`src/logic/minimig_mem_pkg.sv`:
```
////////////////////////////////////////
// Shared memory core definitions
// Word, address, sample and slot types
////////////////////////////////////////

package minimig_mem_pkg;

  ////////////////////////////////////////
  // Widths

  localparam int WORD_W   = 16;   // Memory data word
  localparam int BE_W     = 2;    // One enable per byte lane
  localparam int CHIP_AW  = 21;   // Chip RAM word address bus
  localparam int CTL_AW   = 23;   // Control CPU word address (24-bit byte)
  localparam int DAC_W    = 15;   // Paula DAC sample width
  localparam int SAMPLE_W = 16;   // Padded I2S sample
  localparam int SLOT_W   = 2;    // Four slots per round

  ////////////////////////////////////////
  // Types

  typedef logic [WORD_W-1:0]   word_t;       // Memory data word
  typedef logic [BE_W-1:0]     be_t;         // Bit 0 low byte, bit 1 high byte
  typedef logic [CHIP_AW-1:0]  chip_addr_t;  // Chipset word address
  typedef logic [CTL_AW-1:0]   ctl_addr_t;   // Control port word address
  typedef logic [SAMPLE_W-1:0] sample_t;     // Audio sample, MSB first on the wire
  typedef logic [SLOT_W-1:0]   slot_t;       // Arbiter slot number

  ////////////////////////////////////////
  // Slot ownership

  // Slots 1 and 3 stay idle so each peer has a fixed turn
  localparam slot_t SLOT_CHIP = slot_t'(0);  // Chipset turn
  localparam slot_t SLOT_CTL  = slot_t'(2);  // Control CPU turn

endpackage

```
`src/logic/mem_port.sv`:
```
////////////////////////////////////////
// Requester port
// Holds one request until its slot comes up
////////////////////////////////////////

`timescale 1ns/1ps

module mem_port
  import minimig_mem_pkg::*;
#(
  parameter type addr_t = chip_addr_t   // Chipset or control address
) (
  input  logic  clk_114,
  input  logic  sys_rst_n,
  // Requester side
  input  logic  req,          // One-cycle strobe
  input  logic  we,           // Write when high
  input  addr_t addr,         // Word address
  input  word_t wdata,        // Write data
  input  be_t   be,           // Byte enables
  // Arbiter side
  input  logic  grant,        // Memory access this cycle
  input  logic  done,         // Read data valid this cycle
  input  word_t rd_word,      // Memory read or merged word
  output logic  pending,      // Request waiting for its slot
  output logic  p_we,
  output addr_t p_addr,
  output word_t p_wdata,
  output be_t   p_be,
  // Back to requester
  output logic  ack,          // One-cycle completion pulse
  output word_t rdata         // Valid with ack, held until next ack
);

  word_t rdata_q;             // Last returned word

  logic  take;                // Strobe accepted

  assign take = req && !pending;  // Busy port drops the strobe

  // Pending flag, set on strobe and cleared by the grant
  always_ff @(posedge clk_114 or negedge sys_rst_n) begin
    if (!sys_rst_n) begin
      pending <= 1'b0;
    end else if (take) begin
      pending <= 1'b1;
    end else if (grant) begin
      pending <= 1'b0;          // Memory has taken it
    end
  end

  // Request fields, frozen while pending
  always_ff @(posedge clk_114) begin
    if (take) begin
      p_we    <= we;
      p_addr  <= addr;
      p_wdata <= wdata;
      p_be    <= be;
    end
  end

  // Keep the word for the cycles after ack
  always_ff @(posedge clk_114) begin
    if (done) begin
      rdata_q <= rd_word;
    end
  end

  assign ack   = done;                          // Done is routed to this port only
  assign rdata = done ? rd_word : rdata_q;      // Fresh word in the ack cycle

endmodule

```
`config.mk`:
```
export PLATFORM = sky130hd
export DESIGN_NAME = mem_port
export DESIGN_NICKNAME = d
export VERILOG_FILES = /design/src/logic/minimig_mem_pkg.sv /design/src/logic/mem_port.sv
export SDC_FILE = /design/constraint.sdc
export NUM_CORES = 1
export LEC_CHECK = 0
export ABC_CLOCK_PERIOD_IN_PS = 5400
export BUFFER_PORTS_ARGS = -buffer_cell sky130_fd_sc_hd__clkbuf_2
export CAP_MARGIN = 20
export CORE_MARGIN = 10
export CORE_UTILIZATION = 44
export CTS_BUF_LIST = sky130_fd_sc_hd__clkbuf_16
export CTS_CLUSTER_SIZE = 12
export DETAILED_ROUTE_END_ITERATION = 7
export GPL_TIMING_DRIVEN = 0
export HOLD_SLACK_MARGIN = 0.06
export PLACE_DENSITY = 0.83
export SYNTH_ARGS = -nofsm -noshare
export SYNTH_HDL_FRONTEND = slang
export SYNTH_SLANG_ARGS = --single-unit
```
`constraint.sdc`:
```
create_clock -name clk_114 -period 5.4 [get_ports clk_114]
set_input_delay 0.81 -clock clk_114 [delete_from_list [all_inputs] [get_ports clk_114]]
set_output_delay 0.81 -clock clk_114 [all_outputs]
set_load 0.01 [all_outputs]
```
==> impl_metrics.yaml <==
outcome:
  outcome: "completed"
drt:
  wl_per_cell_um: 17.0
  drt-total-wl_mm: 4.46
  via_count: 1167
  drtIter0Drc: 51
  drc_errors: 0
  vias_per_cell: 4.44
  ant_nets: 0
  first_pass_iters: 2
sta:
  slew_headroom: 0.855
  fin_skew_ns: 0.00714
  min_period_ns: 2.32
  setup_viol: 0
  hold_ws_ns: 0.268
  worstMarginPinSlew_ns: 0.217
  setup_tns_ns: 0
  drv_slew: 0
  report.final.hold_viol_count: 0
  max_freq_ghz: 0.430
  rsz0062_at_grt: "no"
  period_share: 0.431
setup_path:
  cp_cell_sequence: "buf_6 > buf_12 > mux2_4 > clkbuf_2"
  critPathMaxStageDelay_ns: 0.31
  crit_fanout: 10
  r2r_cells: 2
  arrival_ns: 1.51
  worstSetupPathType: "in2out"
  start_kind: "input pin"
  critPathRequiredTime_ns: 4.59
  cp_slowest_cell: "mux2_4"
  path_buf_inv: 3
  path_depth: 4
  critPathTopFamily: "buffers and inverters"
  end_kind: "primary output"
cts:
  clock_latency_ns: 0.31
  holdBufCountCts: 0
  cts.htree.levels: 3
  cts_setup_buffers: 0
  clockBufferDepth: 2
  cts_root_buffer: "clkbuf_16"
  cts_resized: 0
  cts-buffers-inserted: 9
  clock_sinks: 57
  clk_pin_slew_ns: 0.04
  cts_tree: "yes"
job:
  drv_cap: 0
layout:
  mostFrequentLayoutCells: "clkbuf_2 (117), edfxtp_1 (40), dfxtp_1 (16)"
  layout-drive-gt1-share: 0.690
  finalNetCount: 269
  antenna_cells: 0
  syn2layout_area_growth_pct: 51.0
  layout_commonest_cell: "clkbuf_2"
floorplan:
  pin_count: 119
  die-height_um: 84.3
  dieArea_sq_um: 7100
  core_area_sq_um: 4000
  start_util: 0.454
  die_w_um: 84.3
  rows: 23
yosys:
  synth_area_sq_um: 1820
  synthTopCellsByArea: "edfxtp_1 (66%), dfxtp_1 (18%), mux2_4 (8.3%)"
  syn-num-nets: 140
  seq_area_frac_synth: 0.851
  ys_seq_elements: 57
  postSynthAreaPerCell_sq_um: 23.0
  synth_cell_types: 11
  synth_warnings: 0
  syn_inst: 79
  yosysTopAreaCell: "edfxtp_1"
  yosysTopAreaCellShare: 0.661
power_and_ir_drop:
  power_density_nw_per_um2: 398
  vdd_drop_max_uv: 341
  leakage_nw: 1.29
global_routing:
  grt_pass1_vias: 1333
  grt_pass1_wl_mm: 6.76
  track_usage: 0.125
  grt_max_degree: 36
  antenna_found_initial: 0
  grt_overflow: 0
placement:
  globalplace.congestion: 0.649
  portBuffers: 117
  dp_hpwl_mm: 3.55
worst_hold_path:
  hold_path.class: "in2async"
flip-flops by register name (all words and copies together) (netlist names):
name and flops:
pending 1, rdata_q 16, p_be 2, p_addr 21, p_we 1, p_wdata 16
synth_stat cells:
cell      number
a21oi_1        1
mux2_2         6
edfxtp_1      40
dfrtp_1        1
buf_12         1
buf_4          1
dfxtp_1       16
nor2b_1        1
nor2_1         1
buf_6          1
mux2_4        10
layer usage:
metal / part of all wire / wire [um] / vias to the layer above / GRT usage
li1: - / - / 555 / -
met1: 0.36 / 1610 / 527 / 0.115
met2: 0.46 / 2050 / 77 / 0.194
met3: 0.16 / 710 / 8 / 0.0957
met4: 0.021 / 95 / 0 / 0.0731
met5: 0 / 0 / - / 0
report_power, final:
part           internal (W)  switching [W]
Clock              0.000297       0.000167
Combinational     0.0000571      0.0000560
Sequential         0.000508     0.00000963
Total              0.000862       0.000232
cell families after synthesis:
group,after synthesis,share of synthesized area
multiplexers,16,0.120
buffers and inverters,3,0.0213
AO/OA/AOI/OAI,1,0.00275
flip-flops,57,0.851
AND/OR/NAND/NOR,2,0.00551
final cells by class:
class	instances	area (sq um)
buffer	3	38.8
clock buffer	9	225
clock inverter	7	26.3
fill	276	1250
multi-input combinational	19	240
sequential	57	1550
tap	50	62.6
timing repair buffer	118	606
worst reg2reg max path, delay by kind of cell (launching register included):
family / cells / cell delay [ns]
buffers and inverters: 1 / 0.25
flip-flops: 1 / 0.42
AND/OR/NAND/NOR: 1 / 0.24
metrics by stage:
stage	utilization	setup slack (ns)	std cells	total power [W]	area [sq um]
2_1_floorplan	-	2.36	79	0.000577	1820
3_3_place_gp	0.617	1.70	246	0.000634	2470
3_5_place_dp	0.623	3.07	247	0.000641	2490
4_1_cts	0.686	3.07	263	0.00110	2750
5_1_grt	0.686	3.04	263	0.00114	2750
6_report	0.686	3.08	263	0.00109	2750
worst paths after layout:
kind | start | endpoint | slack, ns
max in group asynchronous | sys_rst_n | pending | 5.05
worst max-delay path | done | rdata[10] | 3.08
min in group clk_114 | rdata_q[13] | rdata_q[13] | 0.47
worst max register to register | pending | p_addr[19] | 4.17
worst min-delay path | sys_rst_n | pending | 0.27
worst min register to register | rdata_q[13] | rdata_q[13] | 0.47
Note: power is estimated with default switching activity, not from simulation.
