===== config.mk =====
export PLATFORM = sky130hd
export DESIGN_NAME = audio_shifter
export DESIGN_NICKNAME = d
export VERILOG_FILES = /design/src/logic/minimig_mem_pkg.sv /design/src/logic/audio_shifter.sv
export SDC_FILE = /design/constraint.sdc
export NUM_CORES = 1
export LEC_CHECK = 0
export BUFFER_PORTS_ARGS = -buffer_cell sky130_fd_sc_hd__buf_4
export CAP_MARGIN = 30
export CORE_UTILIZATION = 50
export DETAILED_ROUTE_END_ITERATION = 10
export GPL_TIMING_DRIVEN = 0
export PLACE_DENSITY = 0.72
export SLEW_MARGIN = 20
export SYNTH_ARGS = -nofsm -noshare
export SYNTH_HDL_FRONTEND = slang
export SYNTH_SLANG_ARGS = --single-unit

===== constraint.sdc =====
create_clock -name clk_114 -period 3.5 [get_ports clk_114]
set_input_delay 0.35 -clock clk_114 [delete_from_list [all_inputs] [get_ports clk_114]]
set_output_delay 0.35 -clock clk_114 [all_outputs]
set_load 0.005 [all_outputs]

===== src/logic/minimig_mem_pkg.sv =====
////////////////////////////////////////
// Shared memory core definitions
// Word, address, sample and slot types
////////////////////////////////////////

package minimig_mem_pkg;

  ////////////////////////////////////////
  // Widths

  localparam int WORD_W   = 16;   // Memory data word
  localparam int BE_W     = 2;    // One enable per byte lane
  localparam int CHIP_AW  = 21;   // Chip RAM word address bus
  localparam int CTL_AW   = 23;   // Control CPU word address (24-bit byte)
  localparam int DAC_W    = 15;   // Paula DAC sample width
  localparam int SAMPLE_W = 16;   // Padded I2S sample
  localparam int SLOT_W   = 2;    // Four slots per round

  ////////////////////////////////////////
  // Types

  typedef logic [WORD_W-1:0]   word_t;       // Memory data word
  typedef logic [BE_W-1:0]     be_t;         // Bit 0 low byte, bit 1 high byte
  typedef logic [CHIP_AW-1:0]  chip_addr_t;  // Chipset word address
  typedef logic [CTL_AW-1:0]   ctl_addr_t;   // Control port word address
  typedef logic [SAMPLE_W-1:0] sample_t;     // Audio sample, MSB first on the wire
  typedef logic [SLOT_W-1:0]   slot_t;       // Arbiter slot number

  ////////////////////////////////////////
  // Slot ownership

  // Slots 1 and 3 stay idle so each peer has a fixed turn
  localparam slot_t SLOT_CHIP = slot_t'(0);  // Chipset turn
  localparam slot_t SLOT_CTL  = slot_t'(2);  // Control CPU turn

endpackage


===== src/logic/audio_shifter.sv =====
////////////////////////////////////////
// I2S audio shifter
// Left and right DAC samples, optional swap
////////////////////////////////////////

`timescale 1ns/1ps

module audio_shifter
  import minimig_mem_pkg::*;
#(
  parameter int BCLK_DIV = 2             // Bit clock half-period in clk_114 cycles
) (
  input  logic    clk_114,
  input  logic    sys_rst_n,
  input  sample_t left,                  // Left sample
  input  sample_t right,                 // Right sample
  input  logic    exchan,                // Swap channels
  output logic    aud_bclk,
  output logic    aud_daclrck,
  output logic    aud_dacdat
);

  localparam int DW         = (BCLK_DIV > 1) ? $clog2(BCLK_DIV) : 1;
  localparam int FRAME_BITS = 2 * $bits(sample_t);   // Bit clocks per frame
  localparam int PW         = $clog2(FRAME_BITS);

  logic [DW-1:0]         div_q;          // Half-period divider
  logic                  tick;           // Bit clock toggles
  logic                  fall;           // Bit clock falls
  logic [PW-1:0]         pos_q;          // Bit slot within frame
  logic [PW-1:0]         pos_nx;
  logic [FRAME_BITS-1:0] sr_q;           // Frame shift register

  ////////////////////////////////////////
  // Bit clock

  assign tick = (div_q == DW'(BCLK_DIV - 1));
  assign fall = tick && aud_bclk;        // High to low transition

  always_ff @(posedge clk_114 or negedge sys_rst_n) begin
    if (!sys_rst_n) begin
      div_q    <= '0;
      aud_bclk <= 1'b0;
    end else if (tick) begin
      div_q    <= '0;
      aud_bclk <= !aud_bclk;
    end else begin
      div_q    <= div_q + DW'(1);
    end
  end

  ////////////////////////////////////////
  // Frame position and LR clock

  assign pos_nx = pos_q + PW'(1);

  always_ff @(posedge clk_114 or negedge sys_rst_n) begin
    if (!sys_rst_n) begin
      pos_q       <= '1;                 // First fall opens slot 0
      aud_daclrck <= 1'b0;
    end else if (fall) begin
      pos_q       <= pos_nx;
      aud_daclrck <= pos_nx[PW-1];       // Low half left, high half right
    end
  end

  ////////////////////////////////////////
  // Data shifter

  // Output lags the LR clock by one bit, so the last right LSB
  // leaves in slot 0 of the next frame
  always_ff @(posedge clk_114 or negedge sys_rst_n) begin
    if (!sys_rst_n) begin
      sr_q       <= '0;
      aud_dacdat <= 1'b0;
    end else if (fall) begin
      aud_dacdat <= sr_q[FRAME_BITS-1];  // MSB first
      if (pos_nx == '0) begin
        sr_q <= exchan ? {right, left} : {left, right};  // Frame start capture
      end else begin
        sr_q <= {sr_q[FRAME_BITS-2:0], 1'b0};
      end
    end
  end

endmodule


==> run metrics <==
status=complete, but fails checks; failing checks=DRC; CP Capture Type=flop; post-route minimum period=2.01 ns; sequential area share after synthesis=43.1%; PostCTS Resize Cnt=0; startpoint types=flop; Worst-Skew Late Latency=0.30 ns; area grow syn2layout=19.6%; RSZ-0062 raised after global routing=no; Clock Path Buffers=2; via count=about 2.0k; global-route wire length before repair=9650 um; Die Height=71.2 um; Worst VDD drop=0.274 mV; I/O pin cnt=38; Fin Clk Skew=0.00664 ns; largest net degree at the start of global routing=42; syn_nets=287; Max Cap Violations=0; DP Cell Count=338; post-synth top area share=37.6%; FMAX=497 MHz; core footprint=about 0.0045 mm2; synth cell count leaders=36 x dfrtp_1, 35 x nand2_1, 32 x mux2i_1; dpl hpwl=a little under 4000 um; CTS Sinks=41; Num CTS Buffers=5; worst-path fanout max=10; worst hold path class=input pin to async pin; CTS tree=yes; # diodes=0; area occupied by registers=0.00103 mm2; Nets=330; Reg clk slew, reported paths=0.08 ns; slew margin rel.=about two thirds; Syn. warnings=0; post-route total power=0.00101 W; final hold violation count=0; Core Rows=24; antenna violations before repair=0; postcts setup bufs=0; fill count=388; initial core utilization=53.6%; post-synthesis cell count=250; post-route antenna net violation count=0; Worst Reg2Reg Path Length in Cells=7; CP Launch Point=pos_q[0]$_DFFE_PN1P_; drt via density=5.75; R2R Setup Slk=between 1 and 1.5 ns; LEAKAGE=1.37 nW; GR Overflow Total=0; initial drt markers=80; PD cells=about 350 mW/mm2; Post-synth ARST share=100%; Critical Path AT=2.20 ns; # DRC=1; share of the cycle needed by the critical path after routing=57.5%; mapped cell area=0.00240 mm2; clock root buffer=clkbuf_8; CTS hold repair buffers=0; synthesis-stage register bit count=41; Setup TNS=0 ns; final WL=approximately 5600 um; Port Buffer Count=36; GP Congestion=0.792; Crit Reg-Reg Startpoint=pos_q[0]$_DFFE_PN1P_; biggest area consumer among synthesized cells=dfrtp_1; post-synth cell types=28; synthesized area per cell=9.58 um2; Setup CP Type=flop to flop; most frequent cell after synthesis=dfrtp_1; CP endpoint=sr_q[5]$_DFFE_PN0P_; reg2reg end=sr_q[5]$_DFFE_PN0P_; endpoints failing setup=0; routed wire length per instance=~16 um; vias in the first global route=2,003; top post-synthesis cells by area=dfrtp_1 38%, mux2i_1 13%, a31o_1 10%, a21oi_1 6.5%, o21ai_1 5.8%; Critical Path RT=3.69 ns; Worst-Margin Slew=roughly 0.51 ns; Main synth FF type=dfrtp_1; Die Area=0.00507 mm2; final slew viol count=0; H-tree depth=2; ratio of cells with drive above 1 in the final layout=24.1%; chip width=71.2 um; fin cells=346; area of the multi-input gates=0.00122 mm2; GRT Total Usage=24.6%; drt pass-1 iters=7; Post-synth EDFFs=0
[worst max-delay path, cell delays in order, from the launching register on]
cell,delay [ns]
dfstp_2,0.58
ha_1,0.24
nand2b_1,0.12
a31o_2,0.16
buf_4,0.16
clkbuf_1,0.36
a31o_1,0.22
o21ai_1,0.06
[how the worst min path moves through the flow]
stage / start / end / depth (start not counted)
4_1_cts: sys_rst_n / aud_daclrck$_DFFE_PN0P_ / 1
3_3_place_gp: sys_rst_n / aud_bclk$_DFFE_PN0P_ / 1
3_5_place_dp: sys_rst_n / div_q$_DFF_PN0_ / 1
5_1_grt: sys_rst_n / aud_daclrck$_DFFE_PN0P_ / 1
2_1_floorplan: sys_rst_n / aud_bclk$_DFFE_PN0P_ / 0
6_report: sys_rst_n / div_q$_DFF_PN0_ / 1
[per-stage QoR]
| step | setup slack [ns] | hold WS [ns] | area [um2] | utilization, % |
|---|---|---|---|---|
| global route | 1.31 | 0.0621 | 2870 | 64.0 |
| floorplan | 1.78 | 0.0544 | 2400 | - |
| detailed placement | 1.52 | 0.366 | 2730 | 61.0 |
| global placement | 1.55 | 0.366 | 2730 | 61.0 |
| finish | 1.49 | 0.0160 | 2870 | 64.0 |
| CTS | 1.51 | 0.0415 | 2870 | 64.0 |
[layer usage]
layer / global-route usage [%] / vias to the layer above / wire [um]
met3: 3.38 / 7 / 142
li1: - / 991 / -
met1: 34.4 / 962 / 2670
met2: 39.2 / 30 / 2660
met5: 0 / - / 0
met4: 9.33 / 0 / 79
[kinds of logic (layout without fill, tap and decap cells)]
| kind of cell | after synthesis | count (layout) | synth area share [%] |
|---|---|---|---|
| AO/OA/AOI/OAI | 98 | 98 | 26.0 |
| XOR/XNOR | 6 | 6 | 2.19 |
| adder cells (fa/ha/maj) | 2 | 2 | 1.04 |
| buffers and inverters | 26 | 70 | 6.06 |
| flip-flops | 41 | 41 | 43.1 |
| multiplexers | 34 | 34 | 14.3 |
| AND/OR/NAND/NOR | 43 | 43 | 7.31 |
[layout by cell type (no fill, tap or decap), types with 5 or more instances in the layout]
cell type / n
a31o_1: 28
dfrtp_1: 36
clkbuf_1: 8
nand2_1: 35
o21ai_1: 28
mux2i_1: 32
buf_2: 11
clkbuf_8: 5
dfstp_2: 5
a21oi_1: 31
buf_4: 37
[registers in the layout, indices dropped and copies added (netlist names)]
name,count
pos_q,5
div_q,1
aud_daclrck,1
sr_q,32
aud_bclk,1
aud_dacdat,1
[power breakdown]
part	leakage, nW	internal (W)	switching (W)
registers	0.446	0.000474	0
clock network	0.0681	0.000283	0.000169
logic	0.854	0.0000419	0.0000391
total	1.37	0.000799	0.000208
[area by class of cell]
type | count | area share, %
well taps | 52 | 2.27
flip-flops and latches | 41 | 36.0
inverters | 1 | 0.131
plain buffers | 25 | 4.93
repair buffers | 36 | 9.43
clock buffers | 5 | 2.40
multi-input cells | 183 | 42.5
clock inverters | 3 | 2.27
Power figures use the tool's default switching activity.
