--- config.mk ---
export PLATFORM = sky130hd
export DESIGN_NAME = slot_arbiter
export DESIGN_NICKNAME = d
export VERILOG_FILES = /design/src/logic/minimig_mem_pkg.sv /design/src/logic/slot_arbiter.sv
export SDC_FILE = /design/constraint.sdc
export NUM_CORES = 1
export LEC_CHECK = 0
export ABC_CLOCK_PERIOD_IN_PS = 1700
export BUFFER_PORTS_ARGS = -buffer_cell sky130_fd_sc_hd__buf_4
export CAP_MARGIN = 20
export CELL_PAD_IN_SITES_DETAIL_PLACEMENT = 2
export CELL_PAD_IN_SITES_GLOBAL_PLACEMENT = 2
export CORE_MARGIN = 8
export CORE_UTILIZATION = 11
export CTS_BUF_LIST = sky130_fd_sc_hd__clkbuf_4 sky130_fd_sc_hd__clkbuf_8
export DETAILED_ROUTE_END_ITERATION = 10
export PLACE_DENSITY = 0.88
export SLEW_MARGIN = 20
export SYNTH_ARGS = -nofsm -noshare
export SYNTH_HDL_FRONTEND = slang
export SYNTH_SLANG_ARGS = --single-unit
export TNS_END_PERCENT = 1
--- constraint.sdc ---
create_clock -name clk_114 -period 1.7 [get_ports clk_114]
set_input_delay 0.34 -clock clk_114 [delete_from_list [all_inputs] [get_ports clk_114]]
set_output_delay 0.34 -clock clk_114 [all_outputs]
set_load 0.1 [all_outputs]
--- src/logic/minimig_mem_pkg.sv ---
////////////////////////////////////////
// Shared memory core definitions
// Word, address, sample and slot types
////////////////////////////////////////

package minimig_mem_pkg;

  ////////////////////////////////////////
  // Widths

  localparam int WORD_W   = 16;   // Memory data word
  localparam int BE_W     = 2;    // One enable per byte lane
  localparam int CHIP_AW  = 21;   // Chip RAM word address bus
  localparam int CTL_AW   = 23;   // Control CPU word address (24-bit byte)
  localparam int DAC_W    = 15;   // Paula DAC sample width
  localparam int SAMPLE_W = 16;   // Padded I2S sample
  localparam int SLOT_W   = 2;    // Four slots per round

  ////////////////////////////////////////
  // Types

  typedef logic [WORD_W-1:0]   word_t;       // Memory data word
  typedef logic [BE_W-1:0]     be_t;         // Bit 0 low byte, bit 1 high byte
  typedef logic [CHIP_AW-1:0]  chip_addr_t;  // Chipset word address
  typedef logic [CTL_AW-1:0]   ctl_addr_t;   // Control port word address
  typedef logic [SAMPLE_W-1:0] sample_t;     // Audio sample, MSB first on the wire
  typedef logic [SLOT_W-1:0]   slot_t;       // Arbiter slot number

  ////////////////////////////////////////
  // Slot ownership

  // Slots 1 and 3 stay idle so each peer has a fixed turn
  localparam slot_t SLOT_CHIP = slot_t'(0);  // Chipset turn
  localparam slot_t SLOT_CTL  = slot_t'(2);  // Control CPU turn

endpackage

--- src/logic/slot_arbiter.sv ---
////////////////////////////////////////
// Fixed slot arbiter
// Chipset and control CPU share one memory
////////////////////////////////////////

`timescale 1ns/1ps

module slot_arbiter
  import minimig_mem_pkg::*;
#(
  parameter int MEM_AW = 10            // Memory word address width
) (
  input  logic              clk_114,
  input  logic              sys_rst_n,
  // Chipset held request
  input  logic              chip_pending,
  input  logic              chip_we,
  input  chip_addr_t        chip_addr,
  input  word_t             chip_wdata,
  input  be_t               chip_be,
  // Control CPU held request
  input  logic              ctl_pending,
  input  logic              ctl_we,
  input  ctl_addr_t         ctl_addr,
  input  word_t             ctl_wdata,
  input  be_t               ctl_be,
  // Grants and completions
  output logic              chip_grant,
  output logic              chip_done,
  output logic              ctl_grant,
  output logic              ctl_done,
  // Memory side
  output logic              mem_en,
  output logic              mem_we,
  output logic [MEM_AW-1:0] mem_addr,
  output word_t             mem_wdata,
  output be_t               mem_be
);

  slot_t             slot_q;           // Free-running slot counter
  logic [MEM_AW-1:0] chip_maddr;       // Chipset address after region forcing
  logic [MEM_AW-1:0] ctl_maddr;        // Control address, full range

  ////////////////////////////////////////
  // Slot counter

  always_ff @(posedge clk_114 or negedge sys_rst_n) begin
    if (!sys_rst_n) begin
      slot_q <= '0;
    end else begin
      slot_q <= slot_q + slot_t'(1);   // Wraps every four cycles
    end
  end

  // Each peer only ever gets its own slot
  assign chip_grant = chip_pending && (slot_q == SLOT_CHIP);
  assign ctl_grant  = ctl_pending  && (slot_q == SLOT_CTL);

  ////////////////////////////////////////
  // Address map and memory mux

  // Chip RAM sits in the upper half, like the board's region prefix
  assign chip_maddr = {1'b1, chip_addr[MEM_AW-2:0]};
  assign ctl_maddr  = ctl_addr[MEM_AW-1:0];

  assign mem_en = chip_grant || ctl_grant;

  always_comb begin
    if (chip_grant) begin
      mem_we    = chip_we;
      mem_addr  = chip_maddr;
      mem_wdata = chip_wdata;
      mem_be    = chip_be;
    end else begin                      // Control fields also while idle
      mem_we    = ctl_we;
      mem_addr  = ctl_maddr;
      mem_wdata = ctl_wdata;
      mem_be    = ctl_be;
    end
  end

  ////////////////////////////////////////
  // Completion, one cycle behind the grant

  always_ff @(posedge clk_114 or negedge sys_rst_n) begin
    if (!sys_rst_n) begin
      chip_done <= 1'b0;
      ctl_done  <= 1'b0;
    end else begin
      chip_done <= chip_grant;          // Lines up with registered read data
      ctl_done  <= ctl_grant;
    end
  end

endmodule

==> results.py <==
metrics = {
    "place": {
        "io_buffers": 94,
        "dp_cells": 213,
        "dp_hpwl_um": 3190,
        "gp_congestion": 0.710,
    },
    "timing": {
        "rsz0062_at_grt": "true",
        "slew_violations": 0,
        "max_freq_ghz": 0.526,
        "relSlewSlack_pct": 81.1,
        "worst_pin_slew_ns": 0.286,
        "worst_slack_ns": -0.201,
        "fin_skew_ns": 0.000777,
        "hold_viol": 0,
        "setup_viol": 30,
        "fin_crit_sh_pct": 112,
        "holdWs_ns": 0.415,
        "min_period_ns": 1.90,
    },
    "worst_setup_path": {
        "worst_setup_path_start_kind": "flip-flop",
        "cp_data_arrival_time_ns": 1.56,
        "cp_max_fo": 10,
        "crit_type": "flip-flop to primary output",
        "crit_path_end_kind": "primary output",
        "worstPathRequired_ns": 1.36,
    },
    "layout": {
        "multi_input_area_um2": 498,
        "final_nets": 237,
        "finalNonFillerCells": 219,
        "antenna_cells": 0,
        "nFillCells": 535,
        "seq_area_um2": 100,
        "drive_above_1_share_pct": 94.6,
        "area_growth_pct": 220,
    },
    "floorplanning": {
        "core.rowCount": 27,
        "start_util_pct": 11.2,
        "die_area_mm2": 0.00819,
        "boundaryPins": 120,
        "die_w_um": 90.5,
        "die-height_um": 90.5,
        "core-area_mm2": 0.00544,
    },
    "synth": {
        "synth_fp_nets": 133,
        "synth_edf_count": 0,
        "syn_area_per_cell_um2": 13.6,
        "synth_compound_area_share_pct": 0,
        "ys.flop_type": "dfrtp_1",
        "muxShareOfSynthArea_pct": 68.2,
        "synthXorXnorAreaFrac_pct": 0,
        "ys_types": 9,
        "yosys.cell_count.top_type": "mux2_4",
        "synthAdderAreaFrac_pct": 4.10,
        "ys_async_sr_fraction_pct": 100,
        "synthTopCellsByCount": "27 x mux2_4, 4 x dfrtp_1, 4 x inv_1",
        "synthSimpleGateAreaFrac_pct": 3.28,
        "synth_largest_area_cell": "mux2_4",
        "ys_top_cells_by_area": "mux2_4 66%, dfrtp_1 16%, buf_6 5.5%",
        "postSynthRegisterBits": 4,
        "ys.warnings.count": 0,
        "syn_inst": 45,
        "synth_area_um2": 611,
        "synth_top_family_by_area": "multiplexers",
        "netlist.area_leader.share_pct": 66.4,
        "seq_area_frac_synth_pct": 16.4,
    },
    "global_route": {
        "grt_max_degree": 15,
        "grt_overflow_total": 0,
        "antenna_found_initial": 0,
        "grt_pass1_wl_um": 6020,
        "grt_pass1_vias": 973,
        "track_usage_pct": 9.32,
    },
    "clock_tree": {
        "numClockSinks": 4,
        "cts_tree": "done",
        "clk_pin_slew_worst_paths_ns": 0.03,
        "numCtsBuffers": 3,
        "clockBufferDepth": 2,
        "root_buffer": "clkbuf_8",
        "clock_latency_ns": 0.22,
        "h-tree-depth": 1,
    },
    "power": {
        "p_per_area_mw_per_mm2": 472,
        "leakage_nw": 1.06,
        "vdd_drop_max_uv": 457,
    },
    "status": {
        "violations": "negative setup slack",
        "status": "finished with violations",
    },
    "drt": {
        "drt-pass1-iter-count": 2,
        "postRouteAntennaNets": 0,
        "vias": 821,
        "drtIter0Drc": 2,
        "via_per_inst": 3.75,
        "drcViolationCount": 0,
        "wl_um": 4110,
        "wl_per_cell_um": 18.8,
    },
    "run": {
        "maxCapViolations": 0,
    },
    "worst_hold_path": {
        "hp-class": "input pin to flip-flop",
    },
}
[state kept, by name (all words and copies together) (netlist names)]
signal     cells
slot_q         2
ctl_done       1
chip_done      1
[per-stage QoR]
stage | total power [mW] | TNS (ns) | worst slack (ns) | cell area, µm² | utilization, %
after floorplan | 0.435 | -0.169 | -0.108 | 613 | -
after global placement | 0.600 | -1.76 | -0.0829 | 1440 | 26.4
after detailed placement | 0.607 | -2.96 | -0.137 | 1440 | 26.4
after CTS | 0.915 | -5.61 | -0.223 | 1860 | 34.2
after global routing | 0.956 | -6.68 | -0.249 | 1950 | 35.9
final | 0.922 | -5.25 | -0.201 | 1950 | 35.9
[power by group]
group | internal (mW) | switching, mW | leakage, nW | total [mW]
combinational | 0.271 | 0.355 | 0.985 | 0.626
clock | 0.151 | 0.0474 | 0.0216 | 0.198
sequential | 0.0970 | 0.000440 | 0.0495 | 0.0974
[layout by cell type (no fill, tap or decap)]
| cell | n |
|---|---|
| buf_8 | 1 |
| dfrtp_1 | 4 |
| mux2_4 | 27 |
| buf_12 | 33 |
| dlygate4sd3_1 | 1 |
| buf_4 | 65 |
| buf_6 | 1 |
| clkbuf_8 | 3 |
| ha_4 | 1 |
| ha_1 | 1 |
| inv_2 | 3 |
| mux2_2 | 1 |
| clkbuf_16 | 1 |
| nand2_2 | 1 |
| nand2_1 | 1 |
| inv_1 | 1 |
| nand2_8 | 1 |
| nand2b_4 | 1 |
[layer usage]
layer,wire [µm],part of all wire [%],vias to the layer above,GRT usage [%]
li1,-,-,362,-
met1,1510,37,358,10.1
met2,1640,40,97,13.6
met3,936,23,4,7.48
met4,29,0.71,0,2.50
met5,0,0,-,0
[cells by family after synthesis]
logic type | count (synthesis)
multiplexers | 28
buffers and inverters | 7
AND/OR/NAND/NOR | 4
flip-flops | 4
adder cells (fa/ha/maj) | 2
[layout make-up]
| type | instances | area share (%) |
|---|---|---|
| Clock buffer | 3 | 2.11 |
| Multi-Input combinational cell | 34 | 25.5 |
| Tap cell | 72 | 4.61 |
| Sequential cell | 4 | 5.12 |
| Inverter | 4 | 0.768 |
| Timing Repair Buffer | 102 | 61.9 |
[worst max-delay path: stages (launching register included)]
cell     delay [ns]
dfrtp_1        0.35
inv_2          0.05
ha_4           0.17
nand2_8        0.10
buf_12         0.14
mux2_2         0.35
buf_8          0.18
[path summary, 6_finish.rpt]
path,startpoint,to,slack [ns],depth (start not counted)
hold reg to reg,slot_q[0],slot_q[0],0.56,2
setup reg to reg,slot_q[1],chip_done,0.68,5
max in group asynchronous,sys_rst_n,slot_q[1],1.15,2
setup / recovery,slot_q[1],mem_we,-0.20,6
min in group asynchronous,sys_rst_n,slot_q[0],0.45,2
hold / removal,ctl_pending,ctl_done,0.42,3
[repair_timing]
item,CTS,global route
hold buffers,1,0
endpoints found under the setup margin,31,32
gates cloned,0,1
endpoints found under the hold margin,4,0
buffers inserted,0,1
resized for setup,91,14
pin swaps,0,0
(Power assumes the default switching activity.)
