`config.mk`:
```
export PLATFORM = sky130hd
export DESIGN_NAME = reset_seq
export DESIGN_NICKNAME = d
export VERILOG_FILES = /design/src/logic/reset_seq.sv
export SDC_FILE = /design/constraint.sdc
export NUM_CORES = 1
export LEC_CHECK = 0
export BUFFER_PORTS_ARGS = -buffer_cell sky130_fd_sc_hd__buf_2
export CORE_AREA = 5 5 42 44
export CTS_CLUSTER_SIZE = 20
export DETAILED_ROUTE_END_ITERATION = 16
export DIE_AREA = 0 0 47 49
export HOLD_SLACK_MARGIN = 0.05
export REMOVE_ABC_BUFFERS = 1
export SLEW_MARGIN = 10
export SYNTH_ARGS = -nofsm -noshare
export SYNTH_HDL_FRONTEND = slang
export SYNTH_SLANG_ARGS = --single-unit
```
`constraint.sdc`:
```
create_clock -name clk_114 -period 1.49 [get_ports clk_114]
set_input_delay 0.447 -clock clk_114 [delete_from_list [all_inputs] [get_ports clk_114]]
set_output_delay 0.447 -clock clk_114 [all_outputs]
set_load 0.05 [all_outputs]
```
`src/logic/reset_seq.sv`:
```
////////////////////////////////////////
// Reset sequencer
// Synchronised release plus hold count
////////////////////////////////////////

`timescale 1ns/1ps

module reset_seq #(
  parameter int RESET_HOLD = 16          // Cycles held after release
) (
  input  logic clk_114,
  input  logic arst_n,                   // Board reset
  output logic sys_rst_n,                // Released after the hold count
  output logic mem_ready                 // Ports may take strobes
);

  localparam int CW = $clog2(RESET_HOLD + 1);

  logic [1:0]    sync_q;                 // Release synchroniser
  logic [CW-1:0] cnt_q;                  // Hold counter

  always_ff @(posedge clk_114 or negedge arst_n) begin
    if (!arst_n) begin
      sync_q    <= '0;
      cnt_q     <= '0;
      sys_rst_n <= 1'b0;
      mem_ready <= 1'b0;
    end else begin
      sync_q <= {sync_q[0], 1'b1};
      if (sync_q[1] && !sys_rst_n) begin
        cnt_q <= cnt_q + CW'(1);
        if (cnt_q == CW'(RESET_HOLD - 1)) begin
          sys_rst_n <= 1'b1;             // End of hold
        end
      end
      mem_ready <= sys_rst_n;            // One cycle after the ports leave reset
    end
  end

endmodule

```
==> results of run 1 <==
==> logic make-up (layout without fill, tap and decap cells) <==
logic type / after synthesis / in the layout
buffers and inverters: 1 / 9
adder cells (fa/ha/maj): 2 / 2
XOR/XNOR: 3 / 3
other: 1 / 1
AND/OR/NAND/NOR: 9 / 9
flip-flops: 9 / 9
AO/OA/AOI/OAI: 2 / 2
==> worst paths after layout <==
kind                                            start                   end  depth (start not counted)
min in group asynchronous                      arst_n  cnt_q[4]$_DFFE_PN0P_                          2
worst max register to register   cnt_q[0]$_DFFE_PN0P_  cnt_q[4]$_DFFE_PN0P_                          4
worst min register to register    sync_q[0]$_DFF_PN0_   sync_q[1]$_DFF_PN0_                          0
max in group asynchronous                      arst_n   sync_q[1]$_DFF_PN0_                          2
worst max-delay path            sys_rst_n$_DFFE_PN0P_             sys_rst_n                          1
worst min-delay path              sync_q[0]$_DFF_PN0_   sync_q[1]$_DFF_PN0_                          0
==> metal layers <==
| metal | share of wire | vias up | track usage |
|---|---|---|---|
| met5 | 0 | - | 0 |
| met4 | 0.045 | 0 | 0.04147 |
| met3 | 0.068 | 2 | 0.03321 |
| met2 | 0.42 | 5 | 0.06561 |
| met1 | 0.46 | 98 | 0.06576 |
| li1 | - | 102 | - |
==> per-stage QoR <==
step | utilization | hold WS, ns | instances | power [W] | worst slack, ns
after floorplan | - | 0.1514 | 27 | 0.0006269 | 0.2635
after global placement | 0.2679 | 0.3040 | 46 | 0.0006864 | 0.2315
after detailed placement | 0.2679 | 0.3098 | 46 | 0.0006958 | 0.2077
after CTS | 0.2938 | 0.3532 | 51 | 0.0008880 | 0.08648
after global routing | 0.2938 | 0.3682 | 51 | 0.0009385 | 0.05325
final | 0.2938 | 0.3507 | 51 | 0.0008738 | 0.1060
==> area by class of cell <==
class | count | area, sq um
Clock buffer | 4 | 26.28
Inverter | 1 | 3.754
Sequential cell | 9 | 225.2
Multi-Input combinational cell | 17 | 111.4
Tap cell | 16 | 20.02
Timing Repair Buffer | 4 | 25.02
Fill cell | 162 | 989.7
==> Yosys cell counts, drive strengths merged <==
cell | count | area share
and3 | 1 | 0.018
o21ai | 1 | 0.015
nand4 | 1 | 0.018
conb | 1 | 0.011
nor2b | 1 | 0.018
a21o | 1 | 0.022
nand2 | 5 | 0.055
xnor2 | 3 | 0.077
dfrtp | 9 | 0.66
ha | 2 | 0.074
nand2b | 1 | 0.018
inv | 1 | 0.011
==> what timing repair did <==
action	in CTS	in global routing
hold buffers	1	0
hold endpoints to repair	9	0
buffers inserted	0	0
==> state kept, by name, summed over array words and instances (netlist names) <==
name / cells
mem_ready: 1
cnt_q: 5
sync_q: 2
sys_rst_n: 1
==> where the power goes <==
group | internal [W] | switching, W
clock network | 0.000103 | 0.0000842
logic | 0.000101 | 0.000177
registers | 0.000340 | 0.0000679
==> impl_metrics.sql, run 1 <==
INSERT INTO impl_metrics (metric_group, metric, value, unit) VALUES
('placement', 'input_output_buffers', '3', ''),
('min_path', 'path_class_of_the_lowest_slack_min_delay_path', 'reg -> reg', ''),
('yosys', 'xor_xnor_share_of_the_synthesized_area', '0.07721', ''),
('global_routing', 'track_usage', '0.05405', ''),
('layout', 'layout.cells.most_common', 'dfrtp_1', ''),
('clock_tree', 'clock_tree.htree_level_count', '1', ''),
('timing', 'finalCriticalPeriod', '1.384', 'ns'),
('yosys', 'synth.mux.area_fraction', '0', ''),
('yosys', 'synthCells', '27', ''),
('timing', 'post-route-period-util', '0.9288', ''),
('global_routing', 'grt_antenna_before_repair', '0', ''),
('timing', 'grt_setup_unrepaired', 'no', ''),
('layout', 'drive_above_1_share', '0.1714', ''),
('yosys', 'synth-adder-area-share', '0.07353', ''),
('timing', 'final_max_slew_viol_count', '0', ''),
('global_routing', 'pin_count_of_the_biggest_net_entering_global_routing', '10', ''),
('clock_tree', 'post_cts_resized', '0', ''),
('die', 'floorplan.die.width', '47', 'um'),
('worst_setup_path', 'crit_path_cell_trace', 'buf_2', ''),
('worst_setup_path', 'critical_path_buf_inv_count', '1', ''),
('worst_setup_path', 'worstSetupEndpointType', 'output port', ''),
('layout', 'area_delta_synth_final', '20.96', '%'),
('route', 'via_count_of_the_routed_design', '207', ''),
('yosys', 'syn-cell-area', '340.3', 'sq um'),
('layout', 'most-common-layout-cells', 'dfrtp_1, nand2_1, xnor2_1, clkbuf_4, buf_2', ''),
('route', 'via_per_inst', '4.059', ''),
('global_routing', 'grt_overflow_total', '0', ''),
('global_routing', 'wire_length_of_the_first_global_routing_pass', '834', 'um'),
('timing', 'timing.setup.tns', '0', 'ns'),
('die', 'initial_core_util', '0.2429', ''),
('yosys', 'ys_types', '12', ''),
('global_routing', 'first_global_vias', '200', ''),
('worst_setup_path', 'worst-setup-path-type', 'reg -> out', ''),
('clock_tree', 'clk-insertion-delay-late', '0.26', 'ns'),
('route', 'detail_route.first_pass.iterations', '2', ''),
('power_and_ir_drop', 'vdd.ir_drop.worst', '547.1', 'uV'),
('die', 'placeableCoreArea', '0.001401', 'sq mm'),
('worst_setup_path', 'timing.critical_path.from_type', 'register', ''),
('power_and_ir_drop', 'static-leakage-power', '0.1981', 'nW'),
('worst_setup_path', 'critical_path.max_fanout', '5', ''),
('route', 'routed_wl', '470', 'um'),
('clock_tree', 'path_clk_slew', '0.06', 'ns'),
('power_and_ir_drop', 'power.density', '2123', 'mW/mm^2'),
('route', 'drt-initial-drc-count', '6', ''),
('worst_setup_path', 'crit_family', 'flip-flops', ''),
('die', 'die_h', '49', 'um'),
('yosys', 'synth_top_family_by_area', 'simple AND/OR/NAND/NOR gates', ''),
('timing', 'hold_viol', '0', ''),
('placement', 'globalplace.congestion', '0.6553', ''),
('worst_setup_path', 'crit_path_max_incr_delay', '0.39', 'ns'),
('yosys', 'simple_gate_share_of_the_synthesized_area', '0.1287', ''),
('die', 'floorplan.rows', '14', ''),
('route', 'detail_route.wl_per_cell', '9.216', 'um'),
('timing', 'clock_skew', '0.0005950', 'ns'),
('yosys', 'postSynthAreaPerCell', '12.60', 'sq um'),
('clock_tree', 'tritoncts_num_sinks', '9', ''),
('route', 'drtAntennaViolNets', '0', ''),
('die', 'floorplan.io_pins', '4', ''),
('clock_tree', 'cts_inserted_buffers', '3', ''),
('clock_tree', 'clock_tree.root_cell', 'clkbuf_4', ''),
('layout', 'fin_area', '411.6', 'sq um'),
('yosys', 'synthesized_flop_and_latch_total', '9', ''),
('layout', 'layout.nets', '40', ''),
('yosys', 'synth_warnings', '0', ''),
('job', 'maxcap_viol_count', '0', ''),
('status', 'run_status', 'finished, final reports clean', ''),
('clock_tree', 'tritoncts', 'done', ''),
('timing', 'setup_viol', '0', ''),
('worst_setup_path', 'regToRegSetupSlack', '0.21', 'ns'),
('die', 'die_area', '0.002303', 'sq mm'),
('clock_tree', 'clock_path_buffers', '2', ''),
('worst_setup_path', 'worst_path_max_delay_cell', 'dfrtp_1', ''),
('worst_setup_path', 'worst_path_required_time', '1.04', 'ns'),
('yosys', 'synth_sequential_area_ratio', '0.6618', ''),
('layout', 'antenna-diode-count', '0', ''),
('timing', 'maxClockFrequency', '722.6', 'MHz'),
('placement', 'postPlaceCellArea', '375.4', 'sq um'),
('yosys', 'synth-compound-area-share', '0.03676', ''),
('worst_setup_path', 'cp.arrival', '0.94', 'ns'),
('route', 'drc_errors', '0', '');
Note: power is estimated with default switching activity, not from simulation.
==> inputs of run 2 (changes only) <==
--- a/config.mk
+++ b/config.mk
@@ -6,10 +6,10 @@
 export NUM_CORES = 1
 export LEC_CHECK = 0
 export BUFFER_PORTS_ARGS = -buffer_cell sky130_fd_sc_hd__buf_2
-export CORE_AREA = 5 5 42 44
+export CORE_AREA = 10 10 47 49
 export CTS_CLUSTER_SIZE = 20
 export DETAILED_ROUTE_END_ITERATION = 16
-export DIE_AREA = 0 0 47 49
+export DIE_AREA = 0 0 57 59
 export HOLD_SLACK_MARGIN = 0.05
 export REMOVE_ABC_BUFFERS = 1
 export SLEW_MARGIN = 10
==> constraint.sdc (replaced) <==
create_clock -name clk_114 -period 1.3 [get_ports clk_114]
set_input_delay 0.39 -clock clk_114 [delete_from_list [all_inputs] [get_ports clk_114]]
set_output_delay 0.39 -clock clk_114 [all_outputs]
set_load 0.05 [all_outputs]
==> run 2 against run 1 <==
Sequential power increased by 15%. Non-clock buffer count increased by 1. Combinational power increased by 35%. Largest power group unchanged. Highest routed layer unchanged.
==> impl_metrics.sql, run 2 (synthesized netlist as in run 1, its figures left out) <==
INSERT INTO impl_metrics (metric_group, metric, value, unit) VALUES
('status', 'run_status', 'finished, final reports clean', ''),
('power_and_ir_drop', 'power.density', '2442', 'mW/mm^2'),
('route', 'drtAntennaViolNets', '0', ''),
('placement', 'postPlaceCellArea', '382.9', 'sq um'),
('layout', 'final_cell_count_no_fill', '52', ''),
('clock_tree', 'clk-insertion-delay-late', '0.25', 'ns'),
('layout', 'largest_reg_flops', '5', ''),
('die', 'placeableCoreArea', '0.001401', 'sq mm'),
('timing', 'post-route-period-util', '0.9567', ''),
('timing', 'maxClockFrequency', '804.0', 'MHz'),
('route', 'via_count_of_the_routed_design', '192', ''),
('timing', 'final_max_slew_viol_count', '0', ''),
('layout', 'finalCoreUtilization', '0.3045', ''),
('worst_setup_path', 'crit_family', 'adder cells', ''),
('clock_tree', 'clock_tree.htree_level_count', '1', ''),
('timing', 'setup_viol', '0', ''),
('worst_setup_path', 'cp.arrival', '1.42', 'ns'),
('job', 'maxcap_viol_count', '0', ''),
('min_path', 'path_class_of_the_lowest_slack_min_delay_path', 'reg -> reg', ''),
('global_routing', 'wire_length_of_the_first_global_routing_pass', '841', 'um'),
('worst_setup_path', 'critical_path_buf_inv_count', '0', ''),
('die', 'floorplan.io_pins', '4', ''),
('clock_tree', 'post_cts.repair.setup_buffers', '0', ''),
('layout', 'drive_above_1_share', '0.2222', ''),
('placement', 'globalplace.congestion', '0.6349', ''),
('timing', 'finalCriticalPeriod', '1.244', 'ns'),
('timing', 'grt_setup_unrepaired', 'no', ''),
('layout', 'layout.cells.most_common', 'dfrtp_1', ''),
('route', 'drc_errors', '0', ''),
('die', 'die_h', '59', 'um'),
('worst_setup_path', 'timing.critical_path.from_type', 'register', ''),
('global_routing', 'pin_count_of_the_biggest_net_entering_global_routing', '10', ''),
('clock_tree', 'cts_inserted_buffers', '3', ''),
('timing', 'clock_skew', '0.001319', 'ns'),
('global_routing', 'grt_overflow_total', '0', ''),
('worst_setup_path', 'worstSetupEndpointType', 'register', ''),
('worst_setup_path', 'crit_path_cell_trace', 'ha_1, and3_1, ha_1, o21ai_1', ''),
('clock_tree', 'clock_path_buffers', '2', ''),
('clock_tree', 'tritoncts', 'done', ''),
('clock_tree', 'path_clk_slew', '0.05', 'ns'),
('global_routing', 'track_usage', '0.03615', ''),
('power_and_ir_drop', 'static-leakage-power', '0.2037', 'nW'),
('die', 'die_area', '0.003363', 'sq mm'),
('die', 'floorplan.rows', '14', ''),
('layout', 'biggestRegsByFlops', 'cnt_q x5, sync_q x2', ''),
('clock_tree', 'tritoncts_num_sinks', '9', ''),
('timing', 'timing.setup.tns', '0', 'ns'),
('layout', 'layout.nets', '41', ''),
('worst_setup_path', 'cp_common_cell', 'ha_1', ''),
('layout', 'largest_register', 'cnt_q', ''),
('global_routing', 'grt_antenna_before_repair', '0', ''),
('route', 'routed_wl', '496', 'um'),
('worst_setup_path', 'crit_path_max_incr_delay', '0.39', 'ns'),
('route', 'detail_route.wl_per_cell', '9.538', 'um'),
('worst_setup_path', 'worst-setup-path-type', 'reg -> reg', ''),
('layout', 'most-common-layout-cells', 'dfrtp_1, nand2_1, xnor2_1, clkbuf_4', ''),
('clock_tree', 'clock_tree.root_cell', 'clkbuf_4', ''),
('route', 'via_per_inst', '3.692', ''),
('layout', 'n_fill_cell', '155', ''),
('placement', 'input_output_buffers', '3', ''),
('timing', 'hold_viol', '0', ''),
('global_routing', 'first_global_vias', '202', ''),
('route', 'detail_route.first_pass.iterations', '1', ''),
('layout', 'area_delta_synth_final', '25.37', '%'),
('worst_setup_path', 'critical_path.max_fanout', '3', ''),
('worst_setup_path', 'worst_path_max_delay_cell', 'dfrtp_1', ''),
('die', 'initial_core_util', '0.2429', ''),
('layout', 'fin_area', '426.7', 'sq um'),
('worst_setup_path', 'worst_path_required_time', '1.47', 'ns'),
('power_and_ir_drop', 'vdd.ir_drop.worst', '713.5', 'uV'),
('die', 'floorplan.die.width', '57', 'um'),
('placement', 'dpl.cell_count', '47', ''),
('placement', 'detailed_place_hpwl', '380.2', 'um'),
('layout', 'antenna-diode-count', '0', ''),
('route', 'drt-initial-drc-count', '0', '');
run 2: changes by cell type in the layout (fill, tap and decap cells not counted):
cell     previous run  this run
buf_2               3         2
buf_4               0         1
buf_6               0         1
dfrtp_1             9         8
dfrtp_2             0         1
o21ai_0             1         0
o21ai_1             0         1
run 2: layout make-up:
| class | instances | area [sq um] | share of cell area |
|---|---|---|---|
| Sequential cell | 9 | 226.5 | 0.5308 |
| Clock buffer | 4 | 26.28 | 0.06158 |
| Tap cell | 16 | 20.02 | 0.04692 |
| Inverter | 1 | 3.754 | 0.008798 |
| Multi-Input combinational cell | 17 | 111.4 | 0.2610 |
| Timing Repair Buffer | 5 | 38.79 | 0.09091 |
run 2: through the flow:
| stage | hold WS, ns | power, W | setup slack (ns) |
|---|---|---|---|
| 4_1_cts | 0.3528 | 0.001048 | 0.002385 |
| 3_5_place_dp | 0.2502 | 0.0008258 | 0.02315 |
| 2_1_floorplan | 0.09441 | 0.0007185 | 0.07352 |
| 3_3_place_gp | 0.2503 | 0.0008135 | 0.04699 |
| 6_report | 0.3500 | 0.001042 | 0.05624 |
| 5_1_grt | 0.3666 | 0.001135 | 0.002598 |
run 2: timing repair:
item                                    4_1_cts  5_1_grt
resized for setup                             1        3
hold buffers                                  1        0
endpoints found under the setup margin        1        2
cloned                                        0        0
endpoints found under the hold margin         9        0
run 2: routing by layer:
| metal | vias to the layer above | share of wire | global-route usage |
|---|---|---|---|
| li1 | 103 | - | - |
| met5 | - | 0 | 0 |
| met2 | 5 | 0.40 | 0.04031 |
| met4 | 0 | 0.018 | 0.03020 |
| met1 | 82 | 0.49 | 0.03398 |
| met3 | 2 | 0.091 | 0.04292 |
run 2: path summary, 6_finish.rpt:
check	to	startpoint	cells after the start	slack [ns]
min reg2reg	sync_q[1]$_DFF_PN0_	sync_q[0]$_DFF_PN0_	0	0.35
max	cnt_q[4]$_DFFE_PN0P_	cnt_q[1]$_DFFE_PN0P_	4	0.06
min	sync_q[1]$_DFF_PN0_	sync_q[0]$_DFF_PN0_	0	0.35
min in group asynchronous	cnt_q[4]$_DFFE_PN0P_	arst_n	2	0.52
max reg2reg	cnt_q[4]$_DFFE_PN0P_	cnt_q[1]$_DFFE_PN0P_	4	0.06
max in group asynchronous	sys_rst_n$_DFFE_PN0P_	arst_n	2	0.59
run 2: report_power, final:
group          leakage [nW]  internal (W)  switching, W
Sequential            0.107      0.000393     0.0000762
Clock                0.0150      0.000117     0.0000813
Combinational        0.0817      0.000156      0.000218
Total                 0.204      0.000667      0.000375
==> inputs of run 3 (changes only) <==
--- a/config.mk
+++ b/config.mk
@@ -5,11 +5,12 @@
 export SDC_FILE = /design/constraint.sdc
 export NUM_CORES = 1
 export LEC_CHECK = 0
+export ABC_AREA = 1
 export BUFFER_PORTS_ARGS = -buffer_cell sky130_fd_sc_hd__buf_2
-export CORE_AREA = 10 10 47 49
+export CORE_AREA = 2 2 39 41
 export CTS_CLUSTER_SIZE = 20
 export DETAILED_ROUTE_END_ITERATION = 16
-export DIE_AREA = 0 0 57 59
+export DIE_AREA = 0 0 41 43
 export HOLD_SLACK_MARGIN = 0.05
 export REMOVE_ABC_BUFFERS = 1
 export SLEW_MARGIN = 10
==> run 3 against run 2 <==
Final area grew 9.4%. Largest cell class unchanged. Critical path type is now reg -> out. Global-route usage is 5.0 points higher. Maximum frequency about the same. Clock-buffer cell count did not move.
==> impl_metrics.sql, run 3 <==
INSERT INTO impl_metrics (metric_group, metric, value, unit) VALUES
('status', 'run_status', 'finished, final reports clean', ''),
('clock_tree', 'clock_tree.root_cell', 'clkbuf_4', ''),
('placement', 'globalplace.congestion', '0.6382', ''),
('placement', 'detailedPlace.worstSlack', '0.09497', 'ns'),
('route', 'via_count_of_the_routed_design', '252', ''),
('yosys', 'synth_sequential_area_ratio', '0.5921', ''),
('yosys', 'synth_top_area_share', '0.5921', ''),
('worst_setup_path', 'critical_path.max_fanout', '3', ''),
('placement', 'detailed_place_hpwl', '372.5', 'um'),
('yosys', 'synth-compound-area-share', '0.05592', ''),
('worst_setup_path', 'crit_family', 'flip-flops', ''),
('yosys', 'simple_gate_share_of_the_synthesized_area', '0.1809', ''),
('min_path', 'path_class_of_the_lowest_slack_min_delay_path', 'reg -> reg', ''),
('timing', 'hold_viol', '0', ''),
('worst_setup_path', 'critical_path_buf_inv_count', '1', ''),
('global_routing', 'grt_overflow_total', '0', ''),
('global_routing', 'wire_length_of_the_first_global_routing_pass', '897', 'um'),
('die', 'floorplan.die.width', '41', 'um'),
('timing', 'clock_skew', '0.001932', 'ns'),
('die', 'die_area', '0.001763', 'sq mm'),
('timing', 'post-route-period-util', '0.9568', ''),
('yosys', 'synth-async-reset-ratio', '1.000', ''),
('yosys', 'synth_top_area_cell', 'dfrtp_1', ''),
('timing', 'finalWorstSetupSlack', '0.05615', 'ns'),
('route', 'routed_wl', '549', 'um'),
('placement', 'input_output_buffers', '3', ''),
('clock_tree', 'tritoncts', 'done', ''),
('worst_setup_path', 'cp.arrival', '0.85', 'ns'),
('worst_setup_path', 'timing.critical_path.from_type', 'register', ''),
('die', 'floorplan.io_pins', '4', ''),
('global_routing', 'grt_antenna_before_repair', '0', ''),
('yosys', 'synth_top_family_by_area', 'simple AND/OR/NAND/NOR gates', ''),
('layout', 'largest_reg_flops', '5', ''),
('clock_tree', 'clk-insertion-delay-late', '0.26', 'ns'),
('global_routing', 'first_global_vias', '219', ''),
('yosys', 'synthCells', '38', ''),
('timing', 'setup_viol', '0', ''),
('worst_setup_path', 'reg2reg_to', 'cnt_q[4]$_DFFE_PN0P_', ''),
('global_routing', 'track_usage', '0.08603', ''),
('power_and_ir_drop', 'static-leakage-power', '0.2395', 'nW'),
('yosys', 'synth-edff-count', '0', ''),
('yosys', 'synth_warnings', '0', ''),
('worst_setup_path', 'worstSetupEndpointType', 'output port', ''),
('layout', 'antenna-diode-count', '0', ''),
('die', 'initial_core_util', '0.2749', ''),
('timing', 'timing.setup.tns', '0', 'ns'),
('clock_tree', 'path_clk_slew', '0.06', 'ns'),
('worst_setup_path', 'crit-reg2reg-launch', 'cnt_q[1]$_DFFE_PN0P_', ''),
('layout', 'finalCoreUtilization', '0.3373', ''),
('route', 'detail_route.first_pass.iterations', '4', ''),
('die', 'floorplan.rows', '14', ''),
('die', 'die_h', '43', 'um'),
('timing', 'maxClockFrequency', '804.0', 'MHz'),
('yosys', 'synthTopCellsByArea', 'dfrtp_1, nand2_1, ha_1', ''),
('job', 'maxcap_viol_count', '0', ''),
('layout', 'most-common-layout-cells', 'nand2_1, dfrtp_1, inv_1, nand3_1, clkbuf_4', ''),
('layout', 'biggestRegsByFlops', 'cnt_q x5, sync_q x2', ''),
('route', 'drc_errors', '0', ''),
('yosys', 'ys_types', '14', ''),
('clock_tree', 'clock_tree.htree_level_count', '1', ''),
('route', 'via_per_inst', '4.000', ''),
('yosys', 'synth.mux.area_fraction', '0', ''),
('yosys', 'xor_xnor_share_of_the_synthesized_area', '0.02303', ''),
('die', 'placeableCoreArea', '0.001384', 'sq mm'),
('layout', 'layout.nets', '52', ''),
('power_and_ir_drop', 'vdd.ir_drop.worst', '513.3', 'uV'),
('layout', 'area_delta_synth_final', '22.70', '%'),
('timing', 'hold_slack', '0.3491', 'ns'),
('timing', 'final_max_slew_viol_count', '0', ''),
('worst_setup_path', 'worst_path_max_delay_cell', 'dfrtp_1', ''),
('clock_tree', 'clock_path_buffers', '2', ''),
('global_routing', 'pin_count_of_the_biggest_net_entering_global_routing', '10', ''),
('worst_setup_path', 'ff2ff_path_depth', '5', ''),
('route', 'drtAntennaViolNets', '0', ''),
('route', 'drt-initial-drc-count', '5', ''),
('yosys', 'netlist_top_cells_count', 'dfrtp_1, nand2_1, inv_1', ''),
('timing', 'grt_setup_unrepaired', 'no', ''),
('yosys', 'synth_top_flop_cell', 'dfrtp_1', ''),
('yosys', 'syn-cell-area', '380.4', 'sq um'),
('worst_setup_path', 'endpoint', 'sys_rst_n', ''),
('clock_tree', 'tritoncts_num_sinks', '9', ''),
('worst_setup_path', 'worst_path_required_time', '0.91', 'ns'),
('worst_setup_path', 'regToRegSetupSlack', '0.11', 'ns'),
('worst_setup_path', 'worst-path-stages', '1', ''),
('worst_setup_path', 'cp-startpoint', 'sys_rst_n$_DFFE_PN0P_', ''),
('route', 'detail_route.wl_per_cell', '8.714', 'um'),
('timing', 'finalCriticalPeriod', '1.244', 'ns'),
('worst_setup_path', 'crit_path_max_incr_delay', '0.40', 'ns'),
('yosys', 'synth-adder-area-share', '0.06579', ''),
('layout', 'drive_above_1_share', '0.2553', ''),
('power_and_ir_drop', 'power.density', '2362', 'mW/mm^2'),
('clock_tree', 'cts_inserted_buffers', '3', ''),
('layout', 'largest_register', 'cnt_q', ''),
('worst_setup_path', 'worst-setup-path-type', 'reg -> out', ''),
('yosys', 'postSynthAreaPerCell', '10.01', 'sq um'),
('min_path', 'hold_crit_start', 'sync_q[0]$_DFF_PN0_', ''),
('yosys', 'synthesized_flop_and_latch_total', '9', ''),
('worst_setup_path', 'crit_path_cell_trace', 'buf_4', '');
## run 3: changes by cell type after synthesis, sizes merged, moves of 3 or more
cell / before / now
nand3: 0 / 3
xnor2: 3 / 0
nand2: 5 / 10
inv: 1 / 6
## run 3: cells by family after synthesis
logic type,after synthesis
DFF,9
other,1
buffers and inverters,7
AOI/OAI and AO/OA,3
xor gates and xnor gates,1
and+or+nand+nor,15
adders and majority gates,2
## run 3: cell type report
type                            count  area [sq um]
Fill cell                         146         917.1
Sequential cell                     9         225.2
Multi-Input combinational cell     22         132.6
Timing Repair Buffer                5         35.03
Inverter                            7         27.53
Clock buffer                        4         26.28
Tap cell                           16         20.02
## run 3: per-layer routing
| metal | up-vias | GRT usage | wire length (um) |
|---|---|---|---|
| met5 | - | 0 | 0 |
| met4 | 0 | 0.1600 | 42 |
| met3 | 4 | 0 | 12 |
| met2 | 6 | 0.08750 | 229 |
| met1 | 110 | 0.1089 | 264 |
| li1 | 132 | - | - |
## run 3: where the power goes
part	switching [W]	total [W]	internal (W)	leakage, nW
Sequential	0.0000666	0.000453	0.000386	0.110
Clock	0.000100	0.000219	0.000118	0.0150
Combinational	0.000279	0.000431	0.000152	0.114
Total	0.000446	0.00110	0.000656	0.240
## run 3: worst min path at each step
stage / endpoint / slack, ns / cells past startpoint
4_1_cts: sync_q[1]$_DFF_PN0_ / 0.35 / 0
3_3_place_gp: cnt_q[0]$_DFFE_PN0P_ / 0.25 / 1
5_1_grt: sync_q[1]$_DFF_PN0_ / 0.36 / 0
6_report: sync_q[1]$_DFF_PN0_ / 0.35 / 0
3_5_place_dp: cnt_q[3]$_DFFE_PN0P_ / 0.25 / 1
2_1_floorplan: cnt_q[0]$_DFFE_PN0P_ / 0.09 / 0
## run 3: repair_timing
action | 4_1_cts | 5_1_grt
buffers inserted | 0 | 1
setup endpoints to repair | 1 | 1
resized for setup | 1 | 1
hold buffers | 1 | 0
endpoints found under the hold margin | 9 | 0
## run 3: per-stage QoR
| stage | area (sq um) | std cells | total power [W] |
|---|---|---|---|
| after floorplan | 380.4 | 38 | 0.0007681 |
| after global placement | 415.4 | 57 | 0.0008386 |
| after global routing | 466.7 | 63 | 0.001194 |
| after detailed placement | 415.4 | 57 | 0.0008505 |
| after CTS | 454.2 | 62 | 0.001082 |
| final | 466.7 | 63 | 0.001102 |
